## src/logic/clock_ctrl_pkg.sv

```systemverilog
`default_nettype none

//----------------------------------------------------------
// Shared constants and types for the clock controller
//----------------------------------------------------------
package clock_ctrl_pkg;

	//----------------------------------------------------------
	// Sizes
	//----------------------------------------------------------
	localparam int N_DPS = 4;	// Phase shifter channels
	localparam int N_MON = 7;	// Auxiliary 40 MHz inputs watched

	// One 25 ns cycle in code units and in fine steps
	localparam int CODES_PER_CYCLE = 256;	// VME phase code resolution
	localparam int STEPS_PER_CYCLE = 1400;	// Fine steps per clock period

	localparam int CODE_W = $clog2(CODES_PER_CYCLE);	// 8 bit phase code
	localparam int STEP_W = 11;	// Holds 0 to 1399

	//----------------------------------------------------------
	// Phaser state machine
	//----------------------------------------------------------
	typedef enum logic [2:0] {
		IDLE       = 3'd0,	// Waiting for fire
		WAIT_LOCK  = 3'd1,	// Hold off until all locks good
		CALC       = 3'd2,	// Compare target and position
		STEP       = 3'd3,	// One cycle psen pulse
		WAIT_DONE  = 3'd4,	// Wait for shifter done
		HOLD_RESET = 3'd5	// Channel shifter held in reset
	} phaser_state_e;

	//----------------------------------------------------------
	// Channel control from the register side
	//----------------------------------------------------------
	typedef struct packed {
		logic              fire;		// One cycle new phase request
		logic              chan_reset;	// Reset this channel's shifter
		logic [CODE_W-1:0] code;		// Phase to set, 0-255
	} dps_ctrl_t;

	// Channel status back to the register side
	typedef struct packed {
		logic          busy;	// Move in progress
		phaser_state_e state;	// Current FSM state
	} dps_stat_t;

	// Request to the phase shifter port
	typedef struct packed {
		logic psen;		// Step enable, one cycle
		logic psincdec;	// 1 increments, 0 decrements
	} ps_req_t;

endpackage

`default_nettype wire

```

## src/logic/clock_activity_mon.sv

```systemverilog
`timescale 1ns/1ps
`default_nettype none

//----------------------------------------------------------
// Activity monitor for auxiliary clock inputs
//----------------------------------------------------------
module clock_activity_mon (
	input  wire  clock,									// Main 40 MHz clock
	input  wire  arst_n,								// Async active low reset
	input  wire  [clock_ctrl_pkg::N_MON-1:0] aux_clk,	// Clocks to watch
	output logic [clock_ctrl_pkg::N_MON-1:0] aux_active	// Input is toggling
);
	import clock_ctrl_pkg::*;

	//----------------------------------------------------------
	// Declarations
	//----------------------------------------------------------
	logic [N_MON-1:0] rise_q;	// Sampled on rising edge
	logic [N_MON-1:0] fall_q;	// Sampled on falling edge

	//----------------------------------------------------------
	// Dual edge sampling
	//----------------------------------------------------------
	always_ff @(posedge clock or negedge arst_n) begin
		if (!arst_n)
			rise_q <= '0;
		else
			rise_q <= aux_clk;
	end

	always_ff @(negedge clock or negedge arst_n) begin
		if (!arst_n)
			fall_q <= '0;
		else
			fall_q <= aux_clk;
	end

	//----------------------------------------------------------
	// Activity flags
	//----------------------------------------------------------
	// Samples differ when the input moved between edges
	always_ff @(posedge clock or negedge arst_n) begin
		if (!arst_n)
			aux_active <= '0;
		else
			aux_active <= rise_q ^ fall_q;	// Stuck input gives 0
	end

endmodule

`default_nettype wire

```

## src/logic/clock_ctrl.sv

```systemverilog
`timescale 1ns/1ps
`default_nettype none

//----------------------------------------------------------
// Clock controller logic top level
//----------------------------------------------------------
module clock_ctrl (
	// Clock and reset
	input  wire  clock,				// Main 40 MHz clock
	input  wire  arst_n,			// Async reset, active low

	// Global reset
	input  wire  main_lock,			// Main PLL lock
	input  wire  global_reset_en,	// Re-fire reset on lock loss
	output logic global_reset,		// Held until main PLL locks
	output logic lock_lost_err,		// Main lock lost after startup

	// Phaser channels
	input  wire clock_ctrl_pkg::dps_ctrl_t ctrl [clock_ctrl_pkg::N_DPS],	// Per channel request
	output clock_ctrl_pkg::dps_stat_t      stat [clock_ctrl_pkg::N_DPS],	// Per channel status
	output clock_ctrl_pkg::ps_req_t        ps   [clock_ctrl_pkg::N_DPS],	// Step requests
	input  wire  [clock_ctrl_pkg::N_DPS-1:0] ps_done,	// Step finished
	input  wire  [clock_ctrl_pkg::N_DPS-1:0] dps_lock,	// Channel PLL locks

	// Auxiliary clock monitor
	input  wire  [clock_ctrl_pkg::N_MON-1:0] aux_clk,	// 40 MHz inputs to watch
	output logic [clock_ctrl_pkg::N_MON-1:0] aux_active	// Input is toggling
);
	import clock_ctrl_pkg::*;

	//----------------------------------------------------------
	// Global reset
	//----------------------------------------------------------
	global_reset_gen i_global_reset_gen (
		.clock           (clock),
		.arst_n          (arst_n),
		.main_lock       (main_lock),
		.global_reset_en (global_reset_en),
		.global_reset    (global_reset),
		.lock_lost_err   (lock_lost_err)
	);

	//----------------------------------------------------------
	// Phase shifter channels
	//----------------------------------------------------------
	// 2 ALCT plus 2 DCFEB groups
	for (genvar i = 0; i < N_DPS; i++) begin : g_dps
		dps_phaser i_dps_phaser (
			.clock        (clock),
			.arst_n       (arst_n),
			.global_reset (global_reset),	// Shared by all channels
			.main_lock    (main_lock),
			.dps_lock     (dps_lock[i]),
			.ctrl         (ctrl[i]),
			.ps_done      (ps_done[i]),
			.stat         (stat[i]),
			.ps           (ps[i])
		);
	end

	//----------------------------------------------------------
	// Auxiliary clock activity
	//----------------------------------------------------------
	clock_activity_mon i_clock_activity_mon (
		.clock      (clock),
		.arst_n     (arst_n),
		.aux_clk    (aux_clk),
		.aux_active (aux_active)
	);

endmodule

`default_nettype wire

```

## src/logic/dps_phaser.sv

```systemverilog
`timescale 1ns/1ps
`default_nettype none

//----------------------------------------------------------
// One digital phase shifter channel
//----------------------------------------------------------
module dps_phaser (
	input  wire                       clock,		// Main 40 MHz clock
	input  wire                       arst_n,		// Async active low reset
	input  wire                       global_reset,	// Held until main PLL locks
	input  wire                       main_lock,	// Main PLL lock
	input  wire                       dps_lock,		// This channel's PLL lock
	input  wire clock_ctrl_pkg::dps_ctrl_t ctrl,	// Fire, channel reset, code
	input  wire                       ps_done,		// Step finished
	output clock_ctrl_pkg::dps_stat_t stat,			// Busy and state
	output clock_ctrl_pkg::ps_req_t   ps			// Step request
);
	import clock_ctrl_pkg::*;

	//----------------------------------------------------------
	// Declarations
	//----------------------------------------------------------
	phaser_state_e state_q;		// Current state
	phaser_state_e state_d;		// Next state

	logic [STEP_W-1:0]        pos_q;		// Shifter position in fine steps
	logic [STEP_W-1:0]        target_q;		// Position wanted by last fire
	logic                     up_q;			// Direction of the pending step
	logic [CODE_W+STEP_W-1:0] scaled;		// code*1400 + half a code step
	logic [STEP_W-1:0]        target_calc;	// Rounded fine-step target
	logic                     locked;		// Safe to step
	logic                     fire_ok;		// Fire accepted this cycle
	logic                     step_done;	// Done seen while waiting

	//----------------------------------------------------------
	// Code to fine-step conversion
	//----------------------------------------------------------
	// Scale by 1400/256 with round to nearest through the added 128
	assign scaled = (CODE_W+STEP_W)'(ctrl.code) * (CODE_W+STEP_W)'(STEPS_PER_CYCLE)
		+ (CODE_W+STEP_W)'(CODES_PER_CYCLE / 2);

	// Divide by 256
	assign target_calc = scaled[CODE_W+STEP_W-1:CODE_W];

	//----------------------------------------------------------
	// Qualifiers
	//----------------------------------------------------------
	assign locked    = !global_reset && main_lock && dps_lock;	// All clocks good
	assign fire_ok   = (state_q == IDLE) && ctrl.fire;			// Ignored when busy
	assign step_done = (state_q == WAIT_DONE) && ps_done;		// Position moves now

	//----------------------------------------------------------
	// Next state
	//----------------------------------------------------------
	always_comb begin
		state_d = state_q;

		case (state_q)
			IDLE: begin
				if (ctrl.fire)
					state_d = WAIT_LOCK;	// New phase requested
			end

			WAIT_LOCK: begin
				if (locked)
					state_d = CALC;
			end

			CALC: begin
				if (target_q == pos_q)
					state_d = IDLE;			// Arrived
				else
					state_d = STEP;
			end

			STEP: begin
				state_d = WAIT_DONE;		// psen is high for this one cycle
			end

			WAIT_DONE: begin
				if (ps_done)
					state_d = WAIT_LOCK;	// Recheck locks before next step
			end

			HOLD_RESET: begin
				state_d = IDLE;				// Leaves once chan_reset drops
			end

			default: begin
				state_d = IDLE;
			end
		endcase

		// Channel reset wins over everything
		if (ctrl.chan_reset)
			state_d = HOLD_RESET;
	end

	//----------------------------------------------------------
	// State and position
	//----------------------------------------------------------
	always_ff @(posedge clock or negedge arst_n) begin
		if (!arst_n) begin
			state_q <= IDLE;
			pos_q   <= '0;
		end else begin
			state_q <= state_d;

			if (ctrl.chan_reset) begin
				pos_q <= '0;				// Shifter back to zero phase
			end else if (step_done) begin
				if (up_q)
					pos_q <= pos_q + 1'b1;	// One fine step later
				else
					pos_q <= pos_q - 1'b1;	// One fine step earlier
			end
		end
	end

	//----------------------------------------------------------
	// Target and direction
	//----------------------------------------------------------
	always_ff @(posedge clock or negedge arst_n) begin
		if (!arst_n) begin
			target_q <= '0;
			up_q     <= 1'b0;
		end else begin
			if (fire_ok)
				target_q <= target_calc;		// Latch at fire

			if (state_q == CALC)
				up_q <= (target_q > pos_q);		// Chosen before each step
		end
	end

	//----------------------------------------------------------
	// Outputs
	//----------------------------------------------------------
	assign ps.psen     = (state_q == STEP);	// Exactly one cycle per step
	assign ps.psincdec = up_q;				// Valid with psen

	// Busy covers everything between fire and arrival
	assign stat.busy  = (state_q != IDLE) && (state_q != HOLD_RESET);
	assign stat.state = state_q;

endmodule

`default_nettype wire

```

## src/logic/global_reset_gen.sv

```systemverilog
`timescale 1ns/1ps
`default_nettype none

//----------------------------------------------------------
// Global reset from main PLL lock
//----------------------------------------------------------
module global_reset_gen (
	input  wire  clock,				// Main 40 MHz clock
	input  wire  arst_n,			// Async reset, active low
	input  wire  main_lock,			// Main PLL lock
	input  wire  global_reset_en,	// Re-fire reset on lock loss
	output logic global_reset,		// Held until first lock
	output logic lock_lost_err		// Lock dropped after startup
);

	//----------------------------------------------------------
	// Declarations
	//----------------------------------------------------------
	logic startup_done;		// Set once main PLL has locked
	logic first_lock;		// Lock now or seen before

	assign first_lock = main_lock || startup_done;

	//----------------------------------------------------------
	// Startup latch and reset flop
	//----------------------------------------------------------
	always_ff @(posedge clock or negedge arst_n) begin
		if (!arst_n) begin
			startup_done <= 1'b0;
			global_reset <= 1'b1;	// Held from power up
		end else begin
			startup_done <= first_lock;	// Sticks after first lock
			// Released after first lock, optionally re-fires on loss
			global_reset <= !first_lock || (!main_lock && global_reset_en);
		end
	end

	//----------------------------------------------------------
	// Lock lost flag
	//----------------------------------------------------------
	// Only meaningful once out of reset
	assign lock_lost_err = !global_reset && !main_lock;

endmodule

`default_nettype wire

```

## config.mk

```make
export PLATFORM = sky130hd
export DESIGN_NAME = clock_ctrl
export DESIGN_NICKNAME = d
export VERILOG_FILES = /design/src/logic/clock_ctrl_pkg.sv /design/src/logic/clock_activity_mon.sv /design/src/logic/clock_ctrl.sv /design/src/logic/dps_phaser.sv /design/src/logic/global_reset_gen.sv
export SDC_FILE = /design/constraint.sdc
export NUM_CORES = 1
export LEC_CHECK = 0
export BUFFER_PORTS_ARGS = -buffer_cell sky130_fd_sc_hd__buf_2
export CELL_PAD_IN_SITES_DETAIL_PLACEMENT = 1
export CELL_PAD_IN_SITES_GLOBAL_PLACEMENT = 1
export CORE_ASPECT_RATIO = 0.6
export CORE_MARGIN = 2
export CORE_UTILIZATION = 52
export DETAILED_ROUTE_END_ITERATION = 8
export PLACE_DENSITY = 0.95
export SKIP_CTS_REPAIR_TIMING = 1
export SYNTH_ARGS = -nofsm -noshare
export SYNTH_HDL_FRONTEND = slang
export SYNTH_SLANG_ARGS = --single-unit
```

## constraint.sdc

```tcl
create_clock -name clock -period 5.4 [get_ports clock]
set_input_delay 0.27 -clock clock [delete_from_list [all_inputs] [get_ports clock]]
set_output_delay 0.27 -clock clock [all_outputs]
set_load 0.02 [all_outputs]
```

---- Word level (Yosys, flattened, before mapping) ----
Index checks and enable logic that the tools add are counted.
word-level totals
  register bits ........................... 127
  input bits .............................. 59
  output and inout port bits .............. 33
  logic and storage cells ................. 154
cells by class
  add/subtract/negate cells ............... 12
  multipliers ............................. 4
  magnitude comparators ................... 4
  eq/ne operators ......................... 36
  multiplexer cells ....................... 36
  bitwise logic cells ..................... 1
  reduce and logical (&&, ||, !) cells .... 40
operators by type and width
  kind                     count
  $mux W11                 12
  $add A19 B8 Y19 const B  4
  $mul A8 B8 Y16 const B   4
  $pmux W3 S5              4
  $mux W3                  16
  $add A11 B1 Y11 const B  4
  $eq A11 B11 Y1           4
  $gt A11 B11 Y1           4
  $sub A11 B1 Y11 const B  4
  $ne A3 B3 Y1 const B     12
  $eq A3 B2 Y1 const B     8
  $logic_and A1 B1 Y1      19
  $eq A3 B1 Y1 const B     4
  $eq A3 B3 Y1 const B     4
  $logic_not A3 Y1         4
  $ne A3 B2 Y1 const B     4
  $reduce_and A3 Y1        4
  $reduce_bool A3 Y1       4
  $mux W2                  4
  $reduce_bool A2 Y1       4
  $xor A7 B7 Y7            1
  $logic_not A1 Y1         3
  $logic_or A1 B1 Y1       2

---- Logic depth before layout (Yosys ltp) ----
Gate-level depths: netlist of the first run.
  depth in word-level cells ............... 6
  gate-level depth with buffers ........... 18
  depth with buffers taken out ............ 17

---- Cells and area by module ----
Synthesis of the first run repeated with hierarchy kept, for this count alone.
second synthesis, totals
  cells, all modules ...................... 1,705
  area, all modules ....................... 15,139.5 um^2
modules (own cells, without submodules)
  module                              instances  cells an instance  area an instance (um^2)  seq. area each (um^2)
  dps_phaser (g_dps[1].i_dps_phaser)  1          445                3,807.4                  650.6
  dps_phaser (g_dps[2].i_dps_phaser)  1          407                3,612.2                  650.6
  dps_phaser (g_dps[3].i_dps_phaser)  1          410                3,543.4                  650.6
  dps_phaser (g_dps[0].i_dps_phaser)  1          409                3,519.6                  650.6
  clock_activity_mon                  1          28                 586.8                    525.5
  global_reset_gen                    1          6                  70.1                     51.3

==> reports/metrics.yaml, run 1 <==
critical_path:
  cp_common_cell: "inv_1"
  cp-start-kind: "primary input"
  endpoint_kind: "flop"
  path_cells: "buf_2, ha_1, inv_1, fa_1, inv_1, fa_1, inv_1, fa_1, inv_1, ha_1, a2111oi_0, o21ai_0, nand2_1, o21ai_0, xor2_1, nand3_1, xor2_1, a21oi_1"
  critPathSlowestCell: "a2111oi_0"
  crit_buf_inv: 5
  cp.arrival_ns: 5.46
  crit_family: "adder cells"
  slowest_delay_ns: 0.76
  r2r-start: "i_clock_activity_mon.fall_q[5]"
  critPathKind: "primary input to flop"
  crit_start: "ctrl[33]"
  crit_fanout: 9
  worstPathRequired_ns: 5.76
logic_synthesis:
  synth_nets: 2102
  synth_commonest_cells: "277 x inv_1, 252 x ha_1, 120 x nor2_1"
  synth.distinct_cells: 81
  synth_seq_area_share: 0.213
  synth_seq_cells: 127
  synth_area_leader_cell: "ha_1"
  yosysWarnings: 0
  synthCells: 1703
  synth_area_per_cell_sq_um: 8.76
  synth_ff_type: "dfrtp_1"
  syn_area_sq_um: 14900
  yosysMostFrequentCell: "inv_1"
  netlist.area_leader.share: 0.211
  synthTopCellsByArea: "ha_1 21%, dfrtp_1 20%, fa_1 12%, inv_1 7.0%, xnor2_1 3.7%"
  async_flop_share: 1.00
  synth_edf_count: 0
grt:
  grt_max_degree: 79
  grt_pass1_wl_um: 76700
  grt_usage: 0.322
  antenna_found_initial: 1
  grt-ovfl-total: 0
  first_global_vias: 14559
timing:
  max_clock_freq_mhz: 196
  fin_crit_sh: 0.943
  rsz0062_at_grt: "false"
  skew_ns: 0.0323
  setup-violations-final: 0
  slew_violations: 0
  worst_pin_slew_ns: 1.33
  fin_tns_setup_ns: 0
  whs_ns: -0.0107
  period_needed_ns: 5.09
  finalHoldViolCount: 1
  slew-limit-headroom: 0.109
place:
  hpwl_um: 35000
  place_congestion: 0.867
  portBuffers: 91
route:
  first_pass_iters: 6
  drt_iter0_drc: 860
  drc: 0
  wirelength_um: 47600
  drtAntennaViolNets: 0
  wl_per_cell_um: 22.0
  vias: 13513
  vias_per_cell: 6.25
floorplan:
  io_pins: 92
  die_area_sq_um: 30100
  die_x_um: 223
  core_sq_um: 27900
  num_rows: 47
  start_util: 0.535
  die_h_um: 135
hold_path:
  hold_class: "primary input to flop"
  min_from: "main_lock"
cts:
  cts_sinks: 127
  clockBufferDepth: 2
  cts_root_buf: "clkbuf_16"
  insertion_delay_ns: 0.44
  clk_pin_slew_ns: 0.06
  cts_inserted_buffers: 17
  cts_tree: "done"
  cts_max_level: 4
job:
  cap_violations: 0
cells_and_area:
  final_layout_size_suffix_gt1_frac: 0.0875
  area_growth_pct: 10.3
  seq_area_sq_um: 3180
  multi_input_area_sq_um: 10500
  num-nets-final: 2180
  nFillCells: 3307
pwr:
  power.leakage_nw: 8.00
  peakVddDrop_v: 0.000281
  p_per_area_nw_per_um2: 510
outcome:
  violations: "negative hold slack"
  status: "complete, but fails checks"
-- power breakdown --
part	switching [W]	leakage, nW	internal, W	total, W
Sequential	0.000223	1.58	0.00117	0.00139
Combinational	0.00343	6.10	0.00223	0.00566
Clock	0.000479	0.320	0.000869	0.00135
-- area by class of cell --
cell class	count	area share
antenna	1	0.000152
tap	367	0.0279
timing repair buffer	103	0.0350
multi-input combinational	1255	0.640
clock buffer	23	0.0296
clock inverter	9	0.0109
inverter	277	0.0632
sequential	127	0.193
-- worst paths after layout --
kind	to	cells after the start	slack [ns]
max in group asynchronous	i_clock_activity_mon.fall_q[6]	2	1.74
worst max register to register	i_clock_activity_mon.aux_active[5]	1	2.02
min in group asynchronous	i_clock_activity_mon.aux_active[4]	2	0.45
worst min-delay path	i_global_reset_gen.global_reset	2	-0.01
worst min register to register	i_global_reset_gen.global_reset	1	0.41
worst max-delay path	g_dps[0].i_dps_phaser.target_q[9]	18	0.31
-- metal layers --
layer | part of all wire | vias to the layer above | wire [um] | global-route usage
li1 | - | 6034 | - | -
met3 | 0.052 | 180 | 2450 | 0.0592
met4 | 0.043 | 0 | 2050 | 0.146
met1 | 0.42 | 6798 | 20000 | 0.399
met5 | 0 | - | 0 | 0
met2 | 0.48 | 501 | 23100 | 0.554
-- through the flow --
step / area, sq um / setup WS (ns) / util / power (W) / cells
after floorplan: 14900 / 1.05 / - / 0.00531 / 1703
after global placement: 15700 / 0.688 / 0.563 / 0.00614 / 2120
after detailed placement: 15700 / 0.176 / 0.563 / 0.00672 / 2120
after CTS: 16400 / 0.461 / 0.587 / 0.00826 / 2152
after global routing: 16500 / 0.147 / 0.591 / 0.00897 / 2162
final: 16500 / 0.307 / 0.591 / 0.00840 / 2162
-- cell families (layout without fill, tap and decap cells) --
kind of cell / Yosys count / count (layout) / share of synthesized area
AO/OA/AOI/OAI: 327 / 327 / 0.146
XOR/XNOR: 101 / 101 / 0.0593
adder cells (fa/ha/maj): 340 / 340 / 0.329
buffers and inverters: 321 / 412 / 0.0818
flip-flops: 127 / 127 / 0.213
multiplexers: 11 / 11 / 0.00813
other: 0 / 1 / 0
AND/OR/NAND/NOR: 476 / 476 / 0.162
-- cells in the final DEF (no fill, tap or decap), types with 9 or more instances in the layout --
| cell | Yosys | layout |
|---|---|---|
| dfrtp_1 | 119 | 119 |
| o21a_1 | 28 | 28 |
| nand3_1 | 49 | 49 |
| clkbuf_16 | 0 | 17 |
| o31ai_1 | 10 | 10 |
| ha_1 | 252 | 252 |
| inv_1 | 277 | 277 |
| o21ai_0 | 50 | 50 |
| a21o_1 | 16 | 16 |
| fa_1 | 88 | 88 |
| nand2b_1 | 14 | 14 |
| a31oi_1 | 9 | 9 |
| nor4_1 | 13 | 13 |
| nor3_1 | 42 | 39 |
| nand2_1 | 115 | 115 |
| nor2_1 | 120 | 120 |
| a21oi_1 | 107 | 107 |
| buf_2 | 0 | 90 |
| xor2_1 | 38 | 38 |
| nand4_1 | 17 | 17 |
| o211ai_1 | 15 | 15 |
| o21bai_1 | 10 | 10 |
| xnor2_1 | 63 | 63 |
| a41oi_1 | 9 | 9 |
| a211oi_1 | 9 | 9 |
| nor2b_1 | 22 | 22 |
| or3_1 | 10 | 10 |
-- state kept, by name, indices dropped and copies added, names as in the netlist --
signal,flops
i_clock_activity_mon.rise_q,7
i_clock_activity_mon.fall_q,7
i_clock_activity_mon.aux_active,7
g_dps.i_dps_phaser.pos_q,44
i_global_reset_gen.global_reset,1
i_global_reset_gen.startup_done,1
g_dps.i_dps_phaser.up_q,4
g_dps.i_dps_phaser.target_q,44
g_dps.i_dps_phaser.state_q,12
Power figures use the tool's default switching activity.
==> inputs of run 2 (changes only) <==
--- a/config.mk
+++ b/config.mk
@@ -10,9 +10,9 @@
 export CELL_PAD_IN_SITES_GLOBAL_PLACEMENT = 1
 export CORE_ASPECT_RATIO = 0.6
 export CORE_MARGIN = 2
-export CORE_UTILIZATION = 52
+export CORE_UTILIZATION = 35
 export DETAILED_ROUTE_END_ITERATION = 8
-export PLACE_DENSITY = 0.95
+export PLACE_DENSITY = 0.72
 export SKIP_CTS_REPAIR_TIMING = 1
 export SYNTH_ARGS = -nofsm -noshare
 export SYNTH_HDL_FRONTEND = slang
==> reports/metrics.yaml, run 2 (synthesized netlist as in run 1, its figures left out) <==
timing:
  max_clock_freq_mhz: 220  # +12%
  worst_pin_slew_ns: 1.10  # -0.226 ns
  finalHoldViolCount: 0  # -1
  period_needed_ns: 4.55  # -0.546 ns
  skew_ns: 0.0349  # +0.00262 ns
  slew_violations: 0  # unchanged
  slew-limit-headroom: 0.261  # +0.152
  rsz0062_at_grt: "false"
  setup-violations-final: 0  # unchanged
  fin_tns_setup_ns: 0  # unchanged
  fin_crit_sh: 0.842  # -0.101
pwr:
  power.share.sequential: 0.176  # +0.010
  clockPowerShare: 0.157  # -0.003
  p_sw_w: 0.00365  # -12%
  p_int_w: 0.00408  # -4.4%
  p_sw_frac: 0.473  # -0.0196
  p_per_area_nw_per_um2: 464  # -9.1%
  power.leakage_nw: 7.97  # -0.39%
  peakVddDrop_v: 0.000185  # -34%
  pwr-share-comb: 0.668  # -0.006
cts:
  cts_root_buf: "clkbuf_16"
  cts_inserted_buffers: 17  # unchanged
  clockBufferDepth: 2  # unchanged
  clk_pin_slew_ns: 0.07  # about the same
  cts_sinks: 127  # unchanged
  cts_tree: "done"
  cts_max_level: 4  # unchanged
  insertion_delay_ns: 0.43  # about the same
place:
  place_congestion: 0.819  # -5.6%
  portBuffers: 91  # unchanged
  hpwl_um: 31200  # -11%
cells_and_area:
  mostFrequentLayoutCells: "277 x inv_1, 252 x ha_1, 120 x nor2_1"
  layout_commonest_cell: "inv_1"
  final_layout_size_suffix_gt1_frac: 0.0891  # +0.00157
  post-route-util: 0.397  # -0.193
  num-nets-final: 2182  # +0.092%
  area_growth_pct: 11.7
  antenna_cells: 0  # -1
  top_regs: "g_dps.i_dps_phaser.pos_q (44), g_dps.i_dps_phaser.target_q (44), g_dps.i_dps_phaser.state_q (12)"
  nFillCells: 4933  # +49%
route:
  drc: 0  # unchanged
  vias: 12210  # -9.6%
  drt_iter0_drc: 509  # -41%
  first_pass_iters: 5  # -1
  drtAntennaViolNets: 0  # unchanged
  wl_per_cell_um: 16.2  # -26%
  wirelength_um: 38300  # -19%
  vias_per_cell: 5.16  # -17%
hold_path:
  hold_class: "primary input to flop"
  holdPathEnd: "i_global_reset_gen.global_reset"
  min_path_cells: 3  # +1
  min_from: "global_reset_en"
critical_path:
  cp-start-kind: "primary input"
  crit_fanout: 8  # -1
  path_cells: "buf_2, ha_1, inv_1, fa_1, inv_1, fa_1, inv_1, fa_1, inv_1, ha_1, a21oi_1, nand2_1, o21a_1, nor4b_2, nand4_1, nor3_1, xnor2_1, mux2_2"
  cp_common_cell: "inv_1"
  ff2ff_path_depth: 1  # unchanged
  slowest_delay_ns: 0.53  # -0.23 ns
  crit_start: "ctrl[21]"
  worstReg2RegEnd: "i_clock_activity_mon.aux_active[3]"
  r2r-start: "i_clock_activity_mon.fall_q[3]"
  critPathKind: "primary input to flop"
  cp.arrival_ns: 4.87  # -0.59 ns
  r2r_slack_ns: 2.06  # +0.04 ns
  worstPathRequired_ns: 5.72  # -0.04 ns
  endpoint_kind: "flop"
  critPathSlowestCell: "fa_1"
floorplan:
  die_x_um: 271  # +21%
  num_rows: 58  # +23%
  io_pins: 92  # unchanged
  core_sq_um: 41900  # +50%
  die_h_um: 164  # +21%
  start_util: 0.356  # -0.180
  die_area_sq_um: 44400  # +47%
outcome:
  status: "finished clean"
job:
  cap_violations: 0  # unchanged
grt:
  grt_usage: 0.177  # -0.145
  first_global_vias: 12973  # -11%
  grt_pass1_wl_um: 65000  # -15%
  grt_max_degree: 52  # -34%
  antenna_found_initial: 0  # -1
  grt-ovfl-total: 0  # unchanged
==> run 2: critical path, delay by kind of cell <==
kind / cells / cell delay (ns)
and+or+nand+nor: 4 / 1.14
AOI/OAI and AO/OA: 2 / 0.50
adders and majority gates: 5 / 2.25
muxes: 1 / 0.27
xor gates and xnor gates: 1 / 0.10
buffers and inverters: 5 / 0.36
==> run 2: power by group through the flow <==
stage	logic, W	registers, W	clock network [W]
2_1_floorplan	0.00400	0.00131	0
3_3_place_gp	0.00488	0.00137	0
3_5_place_dp	0.00513	0.00137	0
4_1_cts	0.00518	0.00136	0.00124
5_1_grt	0.00586	0.00139	0.00129
6_report	0.00516	0.00136	0.00121
==> run 2: per-layer routing <==
layer	GRT usage	routed length, um	share of wire
met1	0.255	20100	0.52
met2	0.282	17000	0.44
met3	0.0230	646	0.017
met4	0.0462	599	0.016
met5	0	0	0
==> run 2: area by class of cell <==
type | count | area [sq um] | area share
multi-input combinational | 1255 | 10500 | 0.632
sequential | 127 | 3180 | 0.191
inverter | 277 | 1040 | 0.0624
tap | 570 | 713 | 0.0428
timing repair buffer | 105 | 589 | 0.0354
clock buffer | 18 | 439 | 0.0264
clock inverter | 14 | 168 | 0.0101
==> run 2: worst max path at each step <==
| stage | slack [ns] | cells past startpoint | endpoint |
|---|---|---|---|
| finish | 0.85 | 18 | g_dps[1].i_dps_phaser.target_q[9] |
| detailed placement | 0.42 | 18 | g_dps[0].i_dps_phaser.target_q[9] |
| global route | 0.56 | 18 | g_dps[1].i_dps_phaser.target_q[10] |
| global placement | 0.64 | 18 | g_dps[1].i_dps_phaser.target_q[10] |
| floorplan | 1.05 | 17 | g_dps[1].i_dps_phaser.target_q[10] |
| CTS | 0.88 | 18 | g_dps[0].i_dps_phaser.target_q[9] |
==> run 2: stage by stage <==
stage	hold slack [ns]	power [W]	setup slack, ns	area (sq um)	instances
4_1_cts	-0.201	0.00778	0.881	16600	2357
5_1_grt	0.0366	0.00853	0.556	16700	2366
6_report	0.0408	0.00773	0.852	16700	2366
3_5_place_dp	0.265	0.00650	0.416	16000	2325
3_3_place_gp	0.266	0.00624	0.643	16000	2325
2_1_floorplan	-0.0256	0.00531	1.05	14900	1703
==> inputs of run 3 (changes only) <==
==> constraint.sdc (replaced) <==
create_clock -name clock -period 4.2 [get_ports clock]
set_input_delay 0.21 -clock clock [delete_from_list [all_inputs] [get_ports clock]]
set_output_delay 0.21 -clock clock [all_outputs]
set_load 0.02 [all_outputs]
==> reports/metrics.yaml, run 3 (synthesized netlist as in run 1, its figures left out) <==
place:
  placed_cells_incl_taps: 2489  # +7.1%
  portBuffers: 91  # unchanged
  place_congestion: 0.821  # +0.34%
  hpwl_um: 33000  # +5.7%
cells_and_area:
  top_regs: "g_dps.i_dps_phaser.pos_q (44), g_dps.i_dps_phaser.target_q (44), g_dps.i_dps_phaser.state_q (12)"
  final_layout_size_suffix_gt1_frac: 0.201  # +0.111
  area_growth_pct: 23.7
  layout_commonest_cell: "inv_1"
  seq_area_sq_um: 3180  # unchanged
  post-route-util: 0.440  # +0.0426
  multi_input_area_sq_um: 11000  # +4.1%
  num-nets-final: 2361  # +8.2%
  nFillCells: 4992  # +1.2%
  antenna_cells: 0  # unchanged
  mostFrequentLayoutCells: "272 x inv_1, 233 x ha_1, 183 x buf_4"
  final_cells: 2545  # +7.6%
route:
  vias_per_cell: 5.16  # about the same
  drtAntennaViolNets: 0  # unchanged
  vias: 13133  # +7.6%
  drt_iter0_drc: 496  # -2.6%
  wirelength_um: 41800  # +9.0%
  first_pass_iters: 5  # unchanged
  wl_per_cell_um: 16.4  # +1.3%
  drc: 0  # unchanged
pwr:
  power.leakage_nw: 8.91  # +12%
  p_per_area_nw_per_um2: 653  # +41%
  peakVddDrop_v: 0.000328  # +78%
critical_path:
  crit_fanout: 5  # -3
  worstPathRequired_ns: 4.53  # -1.19 ns
  worstReg2RegEnd: "g_dps[0].i_dps_phaser.pos_q[10]"
  endpoint_kind: "flop"
  cp.arrival_ns: 4.52  # -0.35 ns
  ff2ff_path_depth: 10  # +9
  critPathKind: "primary input to flop"
  r2r-start: "g_dps[0].i_dps_phaser.up_q"
  r2r_slack_ns: 1.23  # -0.83 ns
  cp-start-kind: "primary input"
grt:
  grt_max_degree: 55  # +5.8%
  busiest_layer: "met2"
  grt_pass1_wl_um: 68700  # +5.7%
  grt-ovfl-total: 0  # unchanged
  antenna_found_initial: 1  # +1
  first_global_vias: 13856  # +6.8%
  met1_usage: 0.261  # +0.00616
  use_met2: 0.312  # +0.0305
  grtUsageMet3: 0.0306  # +0.00760
  grt_usage: 0.189  # +0.0111
timing:
  fin_crit_sh: 0.998
  slew_violations: 0  # unchanged
  fin_tns_setup_ns: 0  # unchanged
  setup-violations-final: 0  # unchanged
  max_clock_freq_mhz: 239
  worst_pin_slew_ns: 1.16  # +0.0650 ns
  period_needed_ns: 4.19
  whs_ns: 0.00710  # -0.0337 ns
  slew-limit-headroom: 0.217  # -0.0437
  finalHoldViolCount: 0  # unchanged
  skew_ns: 0.0294  # -0.00548 ns
hold_path:
  hold_class: "primary input to flop"
  min_from: "ps_done[3]"
  min_path_cells: 2  # -1
  holdPathEnd: "g_dps[3].i_dps_phaser.state_q[2]"
floorplan:
  die_area_sq_um: 44400  # unchanged
  num_rows: 58  # unchanged
  io_pins: 92  # unchanged
  core_sq_um: 41900  # unchanged
  start_util: 0.356  # unchanged
  die_h_um: 164  # unchanged
  die_x_um: 271  # unchanged
job:
  cap_violations: 0  # unchanged
outcome:
  status: "finished clean"
cts:
  cts_root_buf: "clkbuf_16"
  cts_tree: "done"
  insertion_delay_ns: 0.44  # about the same
  clk_pin_slew_ns: 0.06  # about the same
  clockBufferDepth: 2  # unchanged
  cts_inserted_buffers: 17  # unchanged
  cts_max_level: 4  # unchanged
  cts_sinks: 127  # unchanged
==> run 3: cell count changes in the layout (fill, tap and decap cells not counted), sizes merged <==
cell,previous run,this run
clkinvlp,6,1
clkinv,5,7
dlygate4sd3,9,11
clkbuf,18,21
buf,96,273
==> run 3: worst max-delay path: stages <==
cell and delay, ns:
buf_2 0.13, buf_4 0.13, ha_1 0.23, fa_1 0.54
inv_1 0.07, fa_1 0.47, fa_1 0.54, inv_1 0.05
ha_2 0.36, o211ai_1 0.22, or2_4 0.32, nor3_2 0.21
buf_4 0.16, nor3_4 0.05, buf_6 0.14, nor3_4 0.22
buf_4 0.16, xnor2_1 0.06, mux2_4 0.25
==> run 3: layer usage <==
layer  share of wire  vias to the layer above  routed length (um)
met2            0.47                      148               19600
li1                -                     6402                   -
met3           0.025                       45                1030
met5         0.00026                        -                  11
met1            0.49                     6536               20500
met4           0.015                        2                 610
==> run 3: final cells by class <==
type	instances	share of cell area
inverter	277	0.0563
timing repair buffer	284	0.106
tap	570	0.0386
sequential	127	0.172
multi-input combinational	1255	0.595
clock inverter	11	0.00759
clock buffer	21	0.0244
==> run 3: how the worst max path moves through the flow <==
| stage | from | endpoint | slack, ns |
|---|---|---|---|
| finish | ctrl[32] | g_dps[0].i_dps_phaser.target_q[6] | 0.008 |
| global route | ctrl[32] | g_dps[0].i_dps_phaser.target_q[7] | -0.14 |
| CTS | ctrl[21] | g_dps[1].i_dps_phaser.target_q[9] | -0.18 |
| global placement | ctrl[2] | g_dps[3].i_dps_phaser.target_q[9] | -0.38 |
| detailed placement | ctrl[21] | g_dps[1].i_dps_phaser.target_q[9] | -0.57 |
| floorplan | ctrl[21] | g_dps[1].i_dps_phaser.target_q[10] | -0.02 |
==> run 3: report_power, final <==
| group | internal (W) | leakage (nW) | switching [W] |
|---|---|---|---|
| Clock | 0.000944 | 0.291 | 0.000593 |
| Combinational | 0.00422 | 7.05 | 0.00455 |
| Sequential | 0.00150 | 1.58 | 0.000248 |
| Total | 0.00666 | 8.91 | 0.00539 |
==> run 3: through the flow <==
step	cell area [sq um]	total power [W]	worst slack, ns
2_1_floorplan	15000	0.00688	-0.0160
3_3_place_gp	17200	0.00931	-0.384
3_5_place_dp	17200	0.00972	-0.566
4_1_cts	17800	0.0114	-0.184
5_1_grt	18500	0.0132	-0.141
6_report	18500	0.0121	0.00805
